`src/MulDivTypes.sv`:
```
`default_nettype none

package MulDivTypes;

    // the command encoding follows funct3 of the RV32M opcodes.
    // bit 2 splits the multiplier from the divider.
    typedef enum logic [2:0] {
        MulDivCommand_Mul    = 3'b000,  // low word of the signed product.
        MulDivCommand_Mulh   = 3'b001,  // high word, both operands signed.
        MulDivCommand_Mulhsu = 3'b010,  // high word, src1 signed and src2 unsigned.
        MulDivCommand_Mulhu  = 3'b011,  // high word, both operands unsigned.
        MulDivCommand_Div    = 3'b100,  // signed quotient.
        MulDivCommand_Divu   = 3'b101,  // unsigned quotient.
        MulDivCommand_Rem    = 3'b110,  // signed remainder.
        MulDivCommand_Remu   = 3'b111   // unsigned remainder.
    } MulDivCommand;

    // width of the operands and of the result word.
    localparam int DATA_WIDTH = 32;

    // register stages of the multiplier, from the enable cycle to done.
    localparam int MUL_STAGES = 3;

    // the divider spends one cycle to set up, one per quotient bit
    // and one more to apply the signs.
    localparam int DIV_CYCLES = DATA_WIDTH + 2;

endpackage

`default_nettype wire

```
`src/MulDivIf.sv`:
```
`timescale 1ns/1ps
`default_nettype none

// request and response between the issue stage and the execute block.
interface MulDivIf;
    import MulDivTypes::*;

    MulDivCommand command;          // held from enable until done.
    logic [DATA_WIDTH-1:0] src1;    // first operand, held with the command.
    logic [DATA_WIDTH-1:0] src2;    // second operand, held with the command.
    logic enable;                   // starts the operation.
    logic stall;                    // freezes every register in the units.
    logic flush;                    // cancels the running operation.
    logic done;                     // result is valid in this cycle.
    logic [DATA_WIDTH-1:0] result;  // selected by the held command.

    // the issue side owns the request.
    modport issue (
        output command,
        output src1,
        output src2,
        output enable,
        output stall,
        output flush,
        input done,
        input result
    );

    // the execute side answers it.
    modport exec (
        input command,
        input src1,
        input src2,
        input enable,
        input stall,
        input flush,
        output done,
        output result
    );
endinterface

`default_nettype wire

```
`src/DivUnit.sv`:
```
`timescale 1ns/1ps
`default_nettype none

module DivUnit #(
    parameter int N = MulDivTypes::DATA_WIDTH
) (
    input logic clk,
    input logic rstN,
    input logic enable,
    input logic stall,
    input logic flush,
    input logic isSigned,
    input logic [N-1:0] dividend,
    input logic [N-1:0] divisor,
    output logic done,
    output logic [N-1:0] quotient,
    output logic [N-1:0] remnant
);
    import MulDivTypes::*;

    logic [N-1:0] stepToken;   // a single bit walks down once per quotient bit.
    logic fixPending;          // the next cycle applies the signs.
    logic started;             // an enable was taken since the last flush.

    logic [N-1:0] partRem;     // partial remainder that stays below the divisor.
    logic [N-1:0] partQuo;     // dividend bits shift out as quotient bits shift in.
    logic [N-1:0] magDivisor;
    logic negQuo;
    logic negRem;
    logic divByZero;
    logic overflow;

    logic dividendNeg;
    logic divisorNeg;
    logic [N-1:0] magDividendIn;
    logic [N-1:0] magDivisorIn;
    logic [N:0] trial;         // the top bit is the borrow of the trial subtraction.

    always_comb begin
        dividendNeg = isSigned && dividend[N-1];
        divisorNeg = isSigned && divisor[N-1];
        magDividendIn = dividendNeg ? -dividend : dividend;
        magDivisorIn = divisorNeg ? -divisor : divisor;
        trial = {partRem, partQuo[N-1]} - {1'b0, magDivisor};
    end

    always_ff @(posedge clk) begin
        if (!rstN) begin
            stepToken <= '0;
            fixPending <= 1'b0;
            done <= 1'b0;
            started <= 1'b0;
        end
        else if (flush) begin
            stepToken <= '0;
            fixPending <= 1'b0;
            done <= 1'b0;
            started <= 1'b0;
        end
        else if (!stall) begin
            done <= fixPending;  // high for one cycle.
            fixPending <= stepToken[0];
            if (enable) begin
                stepToken <= {1'b1, {(N-1){1'b0}}};
                started <= 1'b1;
            end
            else begin
                stepToken <= stepToken >> 1;
            end
        end
    end

    always_ff @(posedge clk) begin
        if (!stall) begin
            if (enable) begin
                // work on magnitudes and apply the signs at the end.
                partRem <= '0;
                partQuo <= magDividendIn;
                magDivisor <= magDivisorIn;
                negQuo <= dividendNeg ^ divisorNeg;
                negRem <= dividendNeg;  // the remainder takes the sign of the dividend.
                divByZero <= (divisor == '0);
                overflow <= isSigned && (dividend == {1'b1, {(N-1){1'b0}}}) && (divisor == '1);
            end
            else if (|stepToken) begin
                if (!trial[N]) begin
                    partRem <= trial[N-1:0];  // the divisor fits so the difference is kept.
                    partQuo <= {partQuo[N-2:0], 1'b1};
                end
                else begin
                    partRem <= {partRem[N-2:0], partQuo[N-1]};  // restore by shifting only.
                    partQuo <= {partQuo[N-2:0], 1'b0};
                end
            end

            if (fixPending) begin
                if (divByZero) begin
                    // all ones, and the remainder is the dividend itself.
                    quotient <= '1;
                    remnant <= negRem ? -partRem : partRem;
                end
                else if (overflow) begin
                    quotient <= {1'b1, {(N-1){1'b0}}};  // the most negative value again.
                    remnant <= '0;
                end
                else begin
                    quotient <= negQuo ? -partQuo : partQuo;
                    remnant <= negRem ? -partRem : partRem;
                end
            end
        end
    end

    // a flush leaves nothing behind that could still finish.
    assert property (@(posedge clk) disable iff (!rstN) $rose(done) |-> started)
        else $error("done without an enable since the last flush");

    // setup and fix-up add a fixed overhead on top of the N steps.
    // a new enable restarts the divider, so only an undisturbed run must finish on time.
    assert property (@(posedge clk) disable iff (!rstN || flush)
        (enable && !stall) ##1 (!stall && !enable)[*(N + DIV_CYCLES - DATA_WIDTH - 1)] |=> done)
        else $error("divider latency differs from DIV_CYCLES");
endmodule

`default_nettype wire

```
`src/MulDivCore.sv`:
```
`timescale 1ns/1ps
`default_nettype none

module MulDivCore (
    input logic clk,
    input logic rstN,
    input logic reqValid,
    output logic reqReady,
    input MulDivTypes::MulDivCommand reqCommand,
    input logic [MulDivTypes::DATA_WIDTH-1:0] reqSrc1,
    input logic [MulDivTypes::DATA_WIDTH-1:0] reqSrc2,
    input logic stall,
    input logic flush,
    output logic respValid,
    output logic [MulDivTypes::DATA_WIDTH-1:0] respResult
);
    MulDivIf mulDivIf ();  // issue stage to execute block.

    MulDivIssueStage m_MulDivIssueStage (
        .clk,
        .rstN,
        .reqValid,
        .reqReady,
        .reqCommand,
        .reqSrc1,
        .reqSrc2,
        .stall,
        .flush,
        .port(mulDivIf)
    );

    MulDivUnit m_MulDivUnit (
        .clk,
        .rstN,
        .port(mulDivIf)
    );

    // the response is the unit's done and result as they are.
    assign respValid = mulDivIf.done;
    assign respResult = mulDivIf.result;
endmodule

`default_nettype wire

```
`src/MulDivIssueStage.sv`:
```
`timescale 1ns/1ps
`default_nettype none

module MulDivIssueStage (
    input logic clk,
    input logic rstN,
    input logic reqValid,
    output logic reqReady,
    input MulDivTypes::MulDivCommand reqCommand,
    input logic [MulDivTypes::DATA_WIDTH-1:0] reqSrc1,
    input logic [MulDivTypes::DATA_WIDTH-1:0] reqSrc2,
    input logic stall,
    input logic flush,
    MulDivIf.issue port
);
    import MulDivTypes::*;

    logic busy;    // an operation is held in the units.
    logic accept;  // a request is taken at the coming edge.

    // only one operation may be in flight, since the result is picked by the held command.
    assign reqReady = !busy && !flush;
    assign accept = reqValid && reqReady;

    // stall and flush reach the units unchanged.
    assign port.stall = stall;
    assign port.flush = flush;

    // the command and operands stay put until the next request is taken.
    always_ff @(posedge clk) begin
        if (accept) begin
            port.command <= reqCommand;
            port.src1 <= reqSrc1;
            port.src2 <= reqSrc2;
        end
    end

    always_ff @(posedge clk) begin
        if (!rstN) begin
            busy <= 1'b0;
            port.enable <= 1'b0;
        end
        else if (flush) begin
            busy <= 1'b0;  // the units drop the operation as well.
            port.enable <= 1'b0;
        end
        else begin
            if (accept) begin
                busy <= 1'b1;
            end
            else if (port.done && !stall) begin
                busy <= 1'b0;  // the core sees the response in this cycle.
            end

            // enable is a single pulse, but it waits out a stall so the units really see it.
            if (accept) begin
                port.enable <= 1'b1;
            end
            else if (!stall) begin
                port.enable <= 1'b0;
            end
        end
    end

    // a second request must wait until the first one has left the units.
    assert property (@(posedge clk) disable iff (!rstN) (port.enable || port.done) |-> !reqReady)
        else $error("reqReady is high while an operation is in the units");
endmodule

`default_nettype wire

```
`src/MulDivUnit.sv`:
```
`timescale 1ns/1ps
`default_nettype none

module MulDivUnit (
    input logic clk,
    input logic rstN,
    MulDivIf.exec port
);
    import MulDivTypes::*;

    logic mulDone;
    logic [DATA_WIDTH-1:0] mulResult;
    logic mulHigh;        // the command wants the upper product word.
    logic mulSrcSigned1;
    logic mulSrcSigned2;

    logic divDone;
    logic [DATA_WIDTH-1:0] quotient;
    logic [DATA_WIDTH-1:0] remnant;
    logic divSigned;

    MulUnit m_MulUnit (
        .clk,
        .rstN,
        .enable(port.enable),
        .stall(port.stall),
        .flush(port.flush),
        .high(mulHigh),
        .srcSigned1(mulSrcSigned1),
        .srcSigned2(mulSrcSigned2),
        .src1(port.src1),
        .src2(port.src2),
        .done(mulDone),
        .result(mulResult)
    );

    DivUnit #(
        .N(DATA_WIDTH)
    ) m_DivUnit (
        .clk,
        .rstN,
        .enable(port.enable),
        .stall(port.stall),
        .flush(port.flush),
        .isSigned(divSigned),
        .dividend(port.src1),
        .divisor(port.src2),
        .done(divDone),
        .quotient,
        .remnant
    );

    // both units start on every enable, only the selected one is listened to.
    always_comb begin
        mulHigh = (port.command == MulDivCommand_Mulh) || (port.command == MulDivCommand_Mulhsu)
            || (port.command == MulDivCommand_Mulhu);
        mulSrcSigned1 = (port.command == MulDivCommand_Mulh)
            || (port.command == MulDivCommand_Mulhsu);
        mulSrcSigned2 = (port.command == MulDivCommand_Mulh);
        divSigned = (port.command == MulDivCommand_Div) || (port.command == MulDivCommand_Rem);
    end

    always_comb begin
        case (port.command)
            MulDivCommand_Div, MulDivCommand_Divu: begin
                port.done = divDone;
                port.result = quotient;
            end
            MulDivCommand_Rem, MulDivCommand_Remu: begin
                port.done = divDone;
                port.result = remnant;
            end
            default: begin
                port.done = mulDone;  // the four multiply commands.
                port.result = mulResult;
            end
        endcase
    end
endmodule

`default_nettype wire

```
`src/MulUnit.sv`:
```
`timescale 1ns/1ps
`default_nettype none

module MulUnit (
    input logic clk,
    input logic rstN,
    input logic enable,
    input logic stall,
    input logic flush,
    input logic high,
    input logic srcSigned1,
    input logic srcSigned2,
    input logic [MulDivTypes::DATA_WIDTH-1:0] src1,
    input logic [MulDivTypes::DATA_WIDTH-1:0] src2,
    output logic done,
    output logic [MulDivTypes::DATA_WIDTH-1:0] result
);
    import MulDivTypes::*;

    // stage 1 holds both operands widened by one sign bit.
    logic valid1;
    logic high1;
    logic [DATA_WIDTH:0] opA1;
    logic [DATA_WIDTH:0] opB1;

    // stage 2 holds the four partial products of the half words.
    logic valid2;
    logic high2;
    logic [DATA_WIDTH-1:0] prodLL2;          // low times low, unsigned.
    logic signed [DATA_WIDTH+1:0] prodLH2;   // low of A times the signed high of B.
    logic signed [DATA_WIDTH+1:0] prodHL2;   // signed high of A times low of B.
    logic signed [DATA_WIDTH+1:0] prodHH2;   // high times high, both signed.

    // the partial products aligned to their weight and summed.
    logic [2*DATA_WIDTH+1:0] termHH;
    logic [2*DATA_WIDTH+1:0] termLH;
    logic [2*DATA_WIDTH+1:0] termHL;
    logic [2*DATA_WIDTH+1:0] termLL;
    logic [2*DATA_WIDTH+1:0] product;

    always_comb begin
        termHH = {prodHH2, {DATA_WIDTH{1'b0}}};
        termLH = {{(DATA_WIDTH/2){prodLH2[DATA_WIDTH+1]}}, prodLH2, {(DATA_WIDTH/2){1'b0}}};
        termHL = {{(DATA_WIDTH/2){prodHL2[DATA_WIDTH+1]}}, prodHL2, {(DATA_WIDTH/2){1'b0}}};
        termLL = {{(DATA_WIDTH+2){1'b0}}, prodLL2};
        product = termHH + termLH + termHL + termLL;  // wraps correctly in 66 bits.
    end

    // the valid bits move with the data, a flush empties every stage.
    always_ff @(posedge clk) begin
        if (!rstN) begin
            valid1 <= 1'b0;
            valid2 <= 1'b0;
            done <= 1'b0;
        end
        else if (flush) begin
            valid1 <= 1'b0;
            valid2 <= 1'b0;
            done <= 1'b0;
        end
        else if (!stall) begin
            valid1 <= enable;
            valid2 <= valid1;
            done <= valid2;
        end
    end

    always_ff @(posedge clk) begin
        if (!stall) begin
            // an unsigned operand gets a zero on top, so one signed array covers all cases.
            opA1 <= {srcSigned1 & src1[DATA_WIDTH-1], src1};
            opB1 <= {srcSigned2 & src2[DATA_WIDTH-1], src2};
            high1 <= high;

            prodLL2 <= opA1[DATA_WIDTH/2-1:0] * opB1[DATA_WIDTH/2-1:0];
            prodLH2 <= $signed({1'b0, opA1[DATA_WIDTH/2-1:0]})
                * $signed(opB1[DATA_WIDTH:DATA_WIDTH/2]);
            prodHL2 <= $signed(opA1[DATA_WIDTH:DATA_WIDTH/2])
                * $signed({1'b0, opB1[DATA_WIDTH/2-1:0]});
            prodHH2 <= $signed(opA1[DATA_WIDTH:DATA_WIDTH/2])
                * $signed(opB1[DATA_WIDTH:DATA_WIDTH/2]);
            high2 <= high1;

            result <= high2 ? product[2*DATA_WIDTH-1:DATA_WIDTH] : product[DATA_WIDTH-1:0];
        end
    end

    // the issue stage keeps a single operation in flight.
    assert property (@(posedge clk) disable iff (!rstN) enable |-> !valid1)
        else $error("enable while stage 1 is still occupied");

    // without stall, done follows the enable cycle after exactly MUL_STAGES cycles.
    assert property (@(posedge clk) disable iff (!rstN || flush)
        (enable && !stall) ##1 (!stall)[*(MUL_STAGES-1)] |=> done)
        else $error("multiplier latency differs from MUL_STAGES");
endmodule

`default_nettype wire

```
`config.mk`:
```
export PLATFORM = sky130hd
export DESIGN_NAME = MulDivCore
export DESIGN_NICKNAME = d
export VERILOG_FILES = /design/src/MulDivTypes.sv /design/src/MulDivIf.sv /design/src/DivUnit.sv /design/src/MulDivCore.sv /design/src/MulDivIssueStage.sv /design/src/MulDivUnit.sv /design/src/MulUnit.sv
export SDC_FILE = /design/constraint.sdc
export NUM_CORES = 2
export LEC_CHECK = 0
export ABC_AREA = 1
export BUFFER_PORTS_ARGS = -buffer_cell sky130_fd_sc_hd__buf_2
export CAP_MARGIN = 20
export CORE_MARGIN = 5
export CORE_UTILIZATION = 55
export DETAILED_ROUTE_END_ITERATION = 12
export GPL_ROUTABILITY_DRIVEN = 0
export GPL_TIMING_DRIVEN = 0
export PLACE_DENSITY = 0.68
export SLEW_MARGIN = 0
export SYNTH_ARGS = -nofsm -noshare
export SYNTH_HDL_FRONTEND = slang
export SYNTH_HIERARCHICAL = 1
export SYNTH_SLANG_ARGS = --single-unit
```
`constraint.sdc`:
```
create_clock -name clk -period 9 [get_ports clk]
set_input_delay 1.35 -clock clk [delete_from_list [all_inputs] [get_ports clk]]
set_output_delay 1.35 -clock clk [all_outputs]
set_load 0.02 [all_outputs]
```
==> key figures <==
Timing
  • Worst-Margin Slew: 1350 ps
  • Final Hold Viols: 0
  • Highest achievable clock rate: 0.122 GHz
  • RSZ-0062 raised after global routing: false
  • Final Cycle Share: 0.910
  • Final worst path period need: 8190 ps
  • Clock Skew: 70.3 ps
  • Slew Limit Fails: 0
  • Slew headroom: 0.0998
  • Final setup viols: 0
  • Setup TNS Final: 0 ps

Final layout
  • Util after Layout: 0.591
  • Finished Cell Area: 75500 sq um
  • Final non-filler cell total: 10900
  • Nets: 10800
  • Share of post-route cells with drive strength above 1: 0.0415
  • Synthesis-to-layout area growth: 6.59%
  • Fill count: 11600

Clocking
  • CTS tree: yes
  • Num CTS Buffers: 53
  • Root Buffer: clkbuf_16
  • Resized Gates After CTS: 0
  • CTS clk-pin slew, worst paths: 60 ps
  • # H-tree levels: 2
  • Hold-fix buffers, CTS: 0
  • Clock sink total: 502
  • Clk_lat worst skew: 680 ps
  • CTS Buffer Depth: 3
  • # Post-CTS Setup Buffers: 0

Synthesis
  • Synth warn: 6
  • Top-count cell post-synth: nand2_1
  • Syn Inst Count: 9040
  • Seq cells post-synth: 502
  • Syn Area/Cell: 7.84 sq um
  • Post-Syn Area: 70800 sq um
  • Distinct cells, synth: 63
  • Syn nets: 10600
  • Area leader, netlist: fa_1
  • Sequential fraction of the synthesis area: 0.207
  • Commonest cells post-synth: 2493 x nand2_1, 2308 x inv_1, 1013 x fa_1
  • EDFF count, synth: 463
  • Leading cell types by total area after synthesis: fa_1 29%, edfxtp_1 20%, nand2_1 13%
  • Main flop type after synthesis: edfxtp_1
  • Asr flop ratio synth: 0
  • Post-synth top area share: 0.286

Die
  • Rows: 131
  • Die Ht: 369 microns
  • Die area: 136000 sq um
  • Starting Density: 0.554
  • Core footprint: 128000 sq um
  • Die width: 369 microns
  • Boundary pin count: 106

Route
  • Wire per inst: 22.0 microns
  • DR vias/cell: 5.55
  • Drt drc: 0
  • Routed wire length: 240 mm
  • Via Count: 60600
  • Routed Antenna Nets: 0
  • Total iterations of the first detailed-routing run: 7
  • Initial DRC count: 7329

Placed design
  • Buffers on Ports: 105
  • Placement Cell Area: 73600 sq um
  • Dpl hpwl: 199 mm
  • Placed cell count: 10800

Critical path
  • Largest fanout on the critical path: 10
  • WP data arrival: 8450 ps
  • Crit path kind: flop to flop
  • Worst R2R Start: m_MulDivUnit/m_MulUnit/opA1[14]$_DFFE_PN_
  • R2r endpoint: m_MulDivUnit/m_MulUnit/prodLH2[25]$_DFFE_PN_
  • Critical path startpoint category: flop
  • WP data required: 9260 ps
  • Setup slack, reg-to-reg: 810 ps
  • CP Capture Type: flop
  • Worst reg-to-reg path cell count: 18

GRT
  • First-pass GRT wire length: 361 mm
  • Global-route usage over all layers: 0.354
  • GRT overflow: 0
  • Vias in the first global route: 60100
  • Largest net degree at the start of global routing: 123
  • Initial antenna violation count: 19

Job
  • Max cap viols: 0

Hold path
  • Worst hold path depth: 0
  • Hold Crit Class: flop to flop
  • Hold_sp: m_MulDivUnit/m_MulUnit/high1$_DFFE_PN_
  • Hold Path Sink: m_MulDivUnit/m_MulUnit/high2$_DFFE_PN_

Run status
  • Status: finished, final reports clean
-- stage by stage --
stage | hold slack (ps) | setup WS (ps)
finish | 414 | 812
global placement | 403 | 214
global route | 441 | 726
detailed placement | 405 | 1360
floorplan | 400 | 2430
CTS | 413 | 1270
-- critical path, cell delays in order (launching register included) --
cell and delay (ps):
edfxtp_1 330, clkbuf_1 770, clkbuf_1 850, nand2_1 180, fa_1 760, fa_1 510
fa_1 520, inv_1 50, fa_1 440, fa_1 510, inv_1 50, fa_1 480
inv_1 80, ha_1 400, a21oi_1 270, o21ai_0 190, a21boi_0 320, o211ai_1 160
xor2_1 890
-- layout make-up --
cell class                 instances  area (sq um)  share of cell area
clock inverter                    41           544             0.00721
timing repair buffer             111           638             0.00845
buffer                           332          1350              0.0178
multi-input combinational       5867         46000               0.610
antenna                           10          25.0            0.000331
clock buffer                      58          1370              0.0181
inverter                        2339          8800               0.116
sequential                       502         14700               0.194
tap                             1662          2080              0.0275
-- sequential cells by signal, indices dropped and copies added (netlist names), 32 cells and up --
register / count
m_MulDivUnit/m_DivUnit/remnant: 32
m_MulDivUnit/m_DivUnit/stepToken: 32
m_MulDivUnit/m_MulUnit/prodLL2: 32
m_MulDivUnit/m_DivUnit/quotient: 32
m_MulDivUnit/m_MulUnit/prodLH2: 34
m_MulDivUnit/m_MulUnit/result: 32
m_MulDivUnit/m_MulUnit/prodHH2: 32
m_MulDivUnit/m_MulUnit/opB1: 33
m_MulDivUnit/m_DivUnit/magDivisor: 32
m_MulDivUnit/m_DivUnit/partRem: 32
m_MulDivIssueStage/port.src2: 32
m_MulDivUnit/m_DivUnit/partQuo: 32
m_MulDivUnit/m_MulUnit/prodHL2: 34
m_MulDivIssueStage/port.src1: 32
m_MulDivUnit/m_MulUnit/opA1: 33
-- placed cells by master (no fill, tap or decap), types with 10 or more instances in the layout --
cell       Yosys  routed
xor2_1       135     135
nand3b_1      18      18
diode_2        0      10
o21bai_1      19      19
nor2_2        15      15
xnor2_1       49      49
a21o_1        17      17
clkbuf_16      0      54
inv_2         21      23
nand4_1       82      82
o211ai_1      10      10
ha_1         485     485
a21oi_1      267     267
dfxtp_1       39      39
nor2_4        14      15
o21ai_1       19      19
nor3_1        60      60
inv_1       2308    2304
buf_2         15     120
o21ai_0      166     166
nand2_1     2493    2493
bufinv_16      0      10
edfxtp_1     463     463
clkbuf_1     299     303
or2_2         23      23
clkinv_1       8      15
nor4_1        14      14
a31oi_1       12      12
nor2_1       470     469
nand2_2       32      32
fa_1        1013    1013
nand3_1      362     362
-- how the worst max path moves through the flow --
| stage | start | endpoint | slack (ps) | cells past startpoint |
|---|---|---|---|---|
| after CTS | m_MulDivUnit/m_MulUnit/opA1[14]$_DFFE_PN_ | m_MulDivUnit/m_MulUnit/prodLH2[25]$_DFFE_PN_ | 1270 | 18 |
| final | m_MulDivUnit/m_MulUnit/opA1[14]$_DFFE_PN_ | m_MulDivUnit/m_MulUnit/prodLH2[25]$_DFFE_PN_ | 810 | 18 |
| after global routing | m_MulDivUnit/m_MulUnit/opB1[18]$_DFFE_PN_ | m_MulDivUnit/m_MulUnit/prodLH2[25]$_DFFE_PN_ | 730 | 20 |
| after floorplan | stall | m_MulDivUnit/m_MulUnit/high1$_DFFE_PN_ | 2430 | 2 |
| after global placement | stall | m_MulDivUnit/m_MulUnit/prodHH2[24]$_DFFE_PN_ | 210 | 3 |
| after detailed placement | m_MulDivUnit/m_MulUnit/opB1[21]$_DFFE_PN_ | m_MulDivUnit/m_MulUnit/prodLH2[25]$_DFFE_PN_ | 1360 | 18 |
-- cells by family after synthesis --
family,synth area share
xor gates and xnor gates,0.0227
buffers and inverters,0.143
adders and majority gates,0.372
and+or+nand+nor,0.211
AOI/OAI and AO/OA,0.0436
DFF,0.207
-- metal layers --
metal  share of wire  wire length, microns  GRT usage
met5         0.00068                   163          0
met4           0.077                 18500      0.207
met3            0.14                 32700      0.126
met2            0.41                 99200      0.520
met1            0.37                 89400      0.453
Power is left out: the tool's default activity adds up to more than one toggle a clock period on the data nets, which glitch-free logic cannot reach.
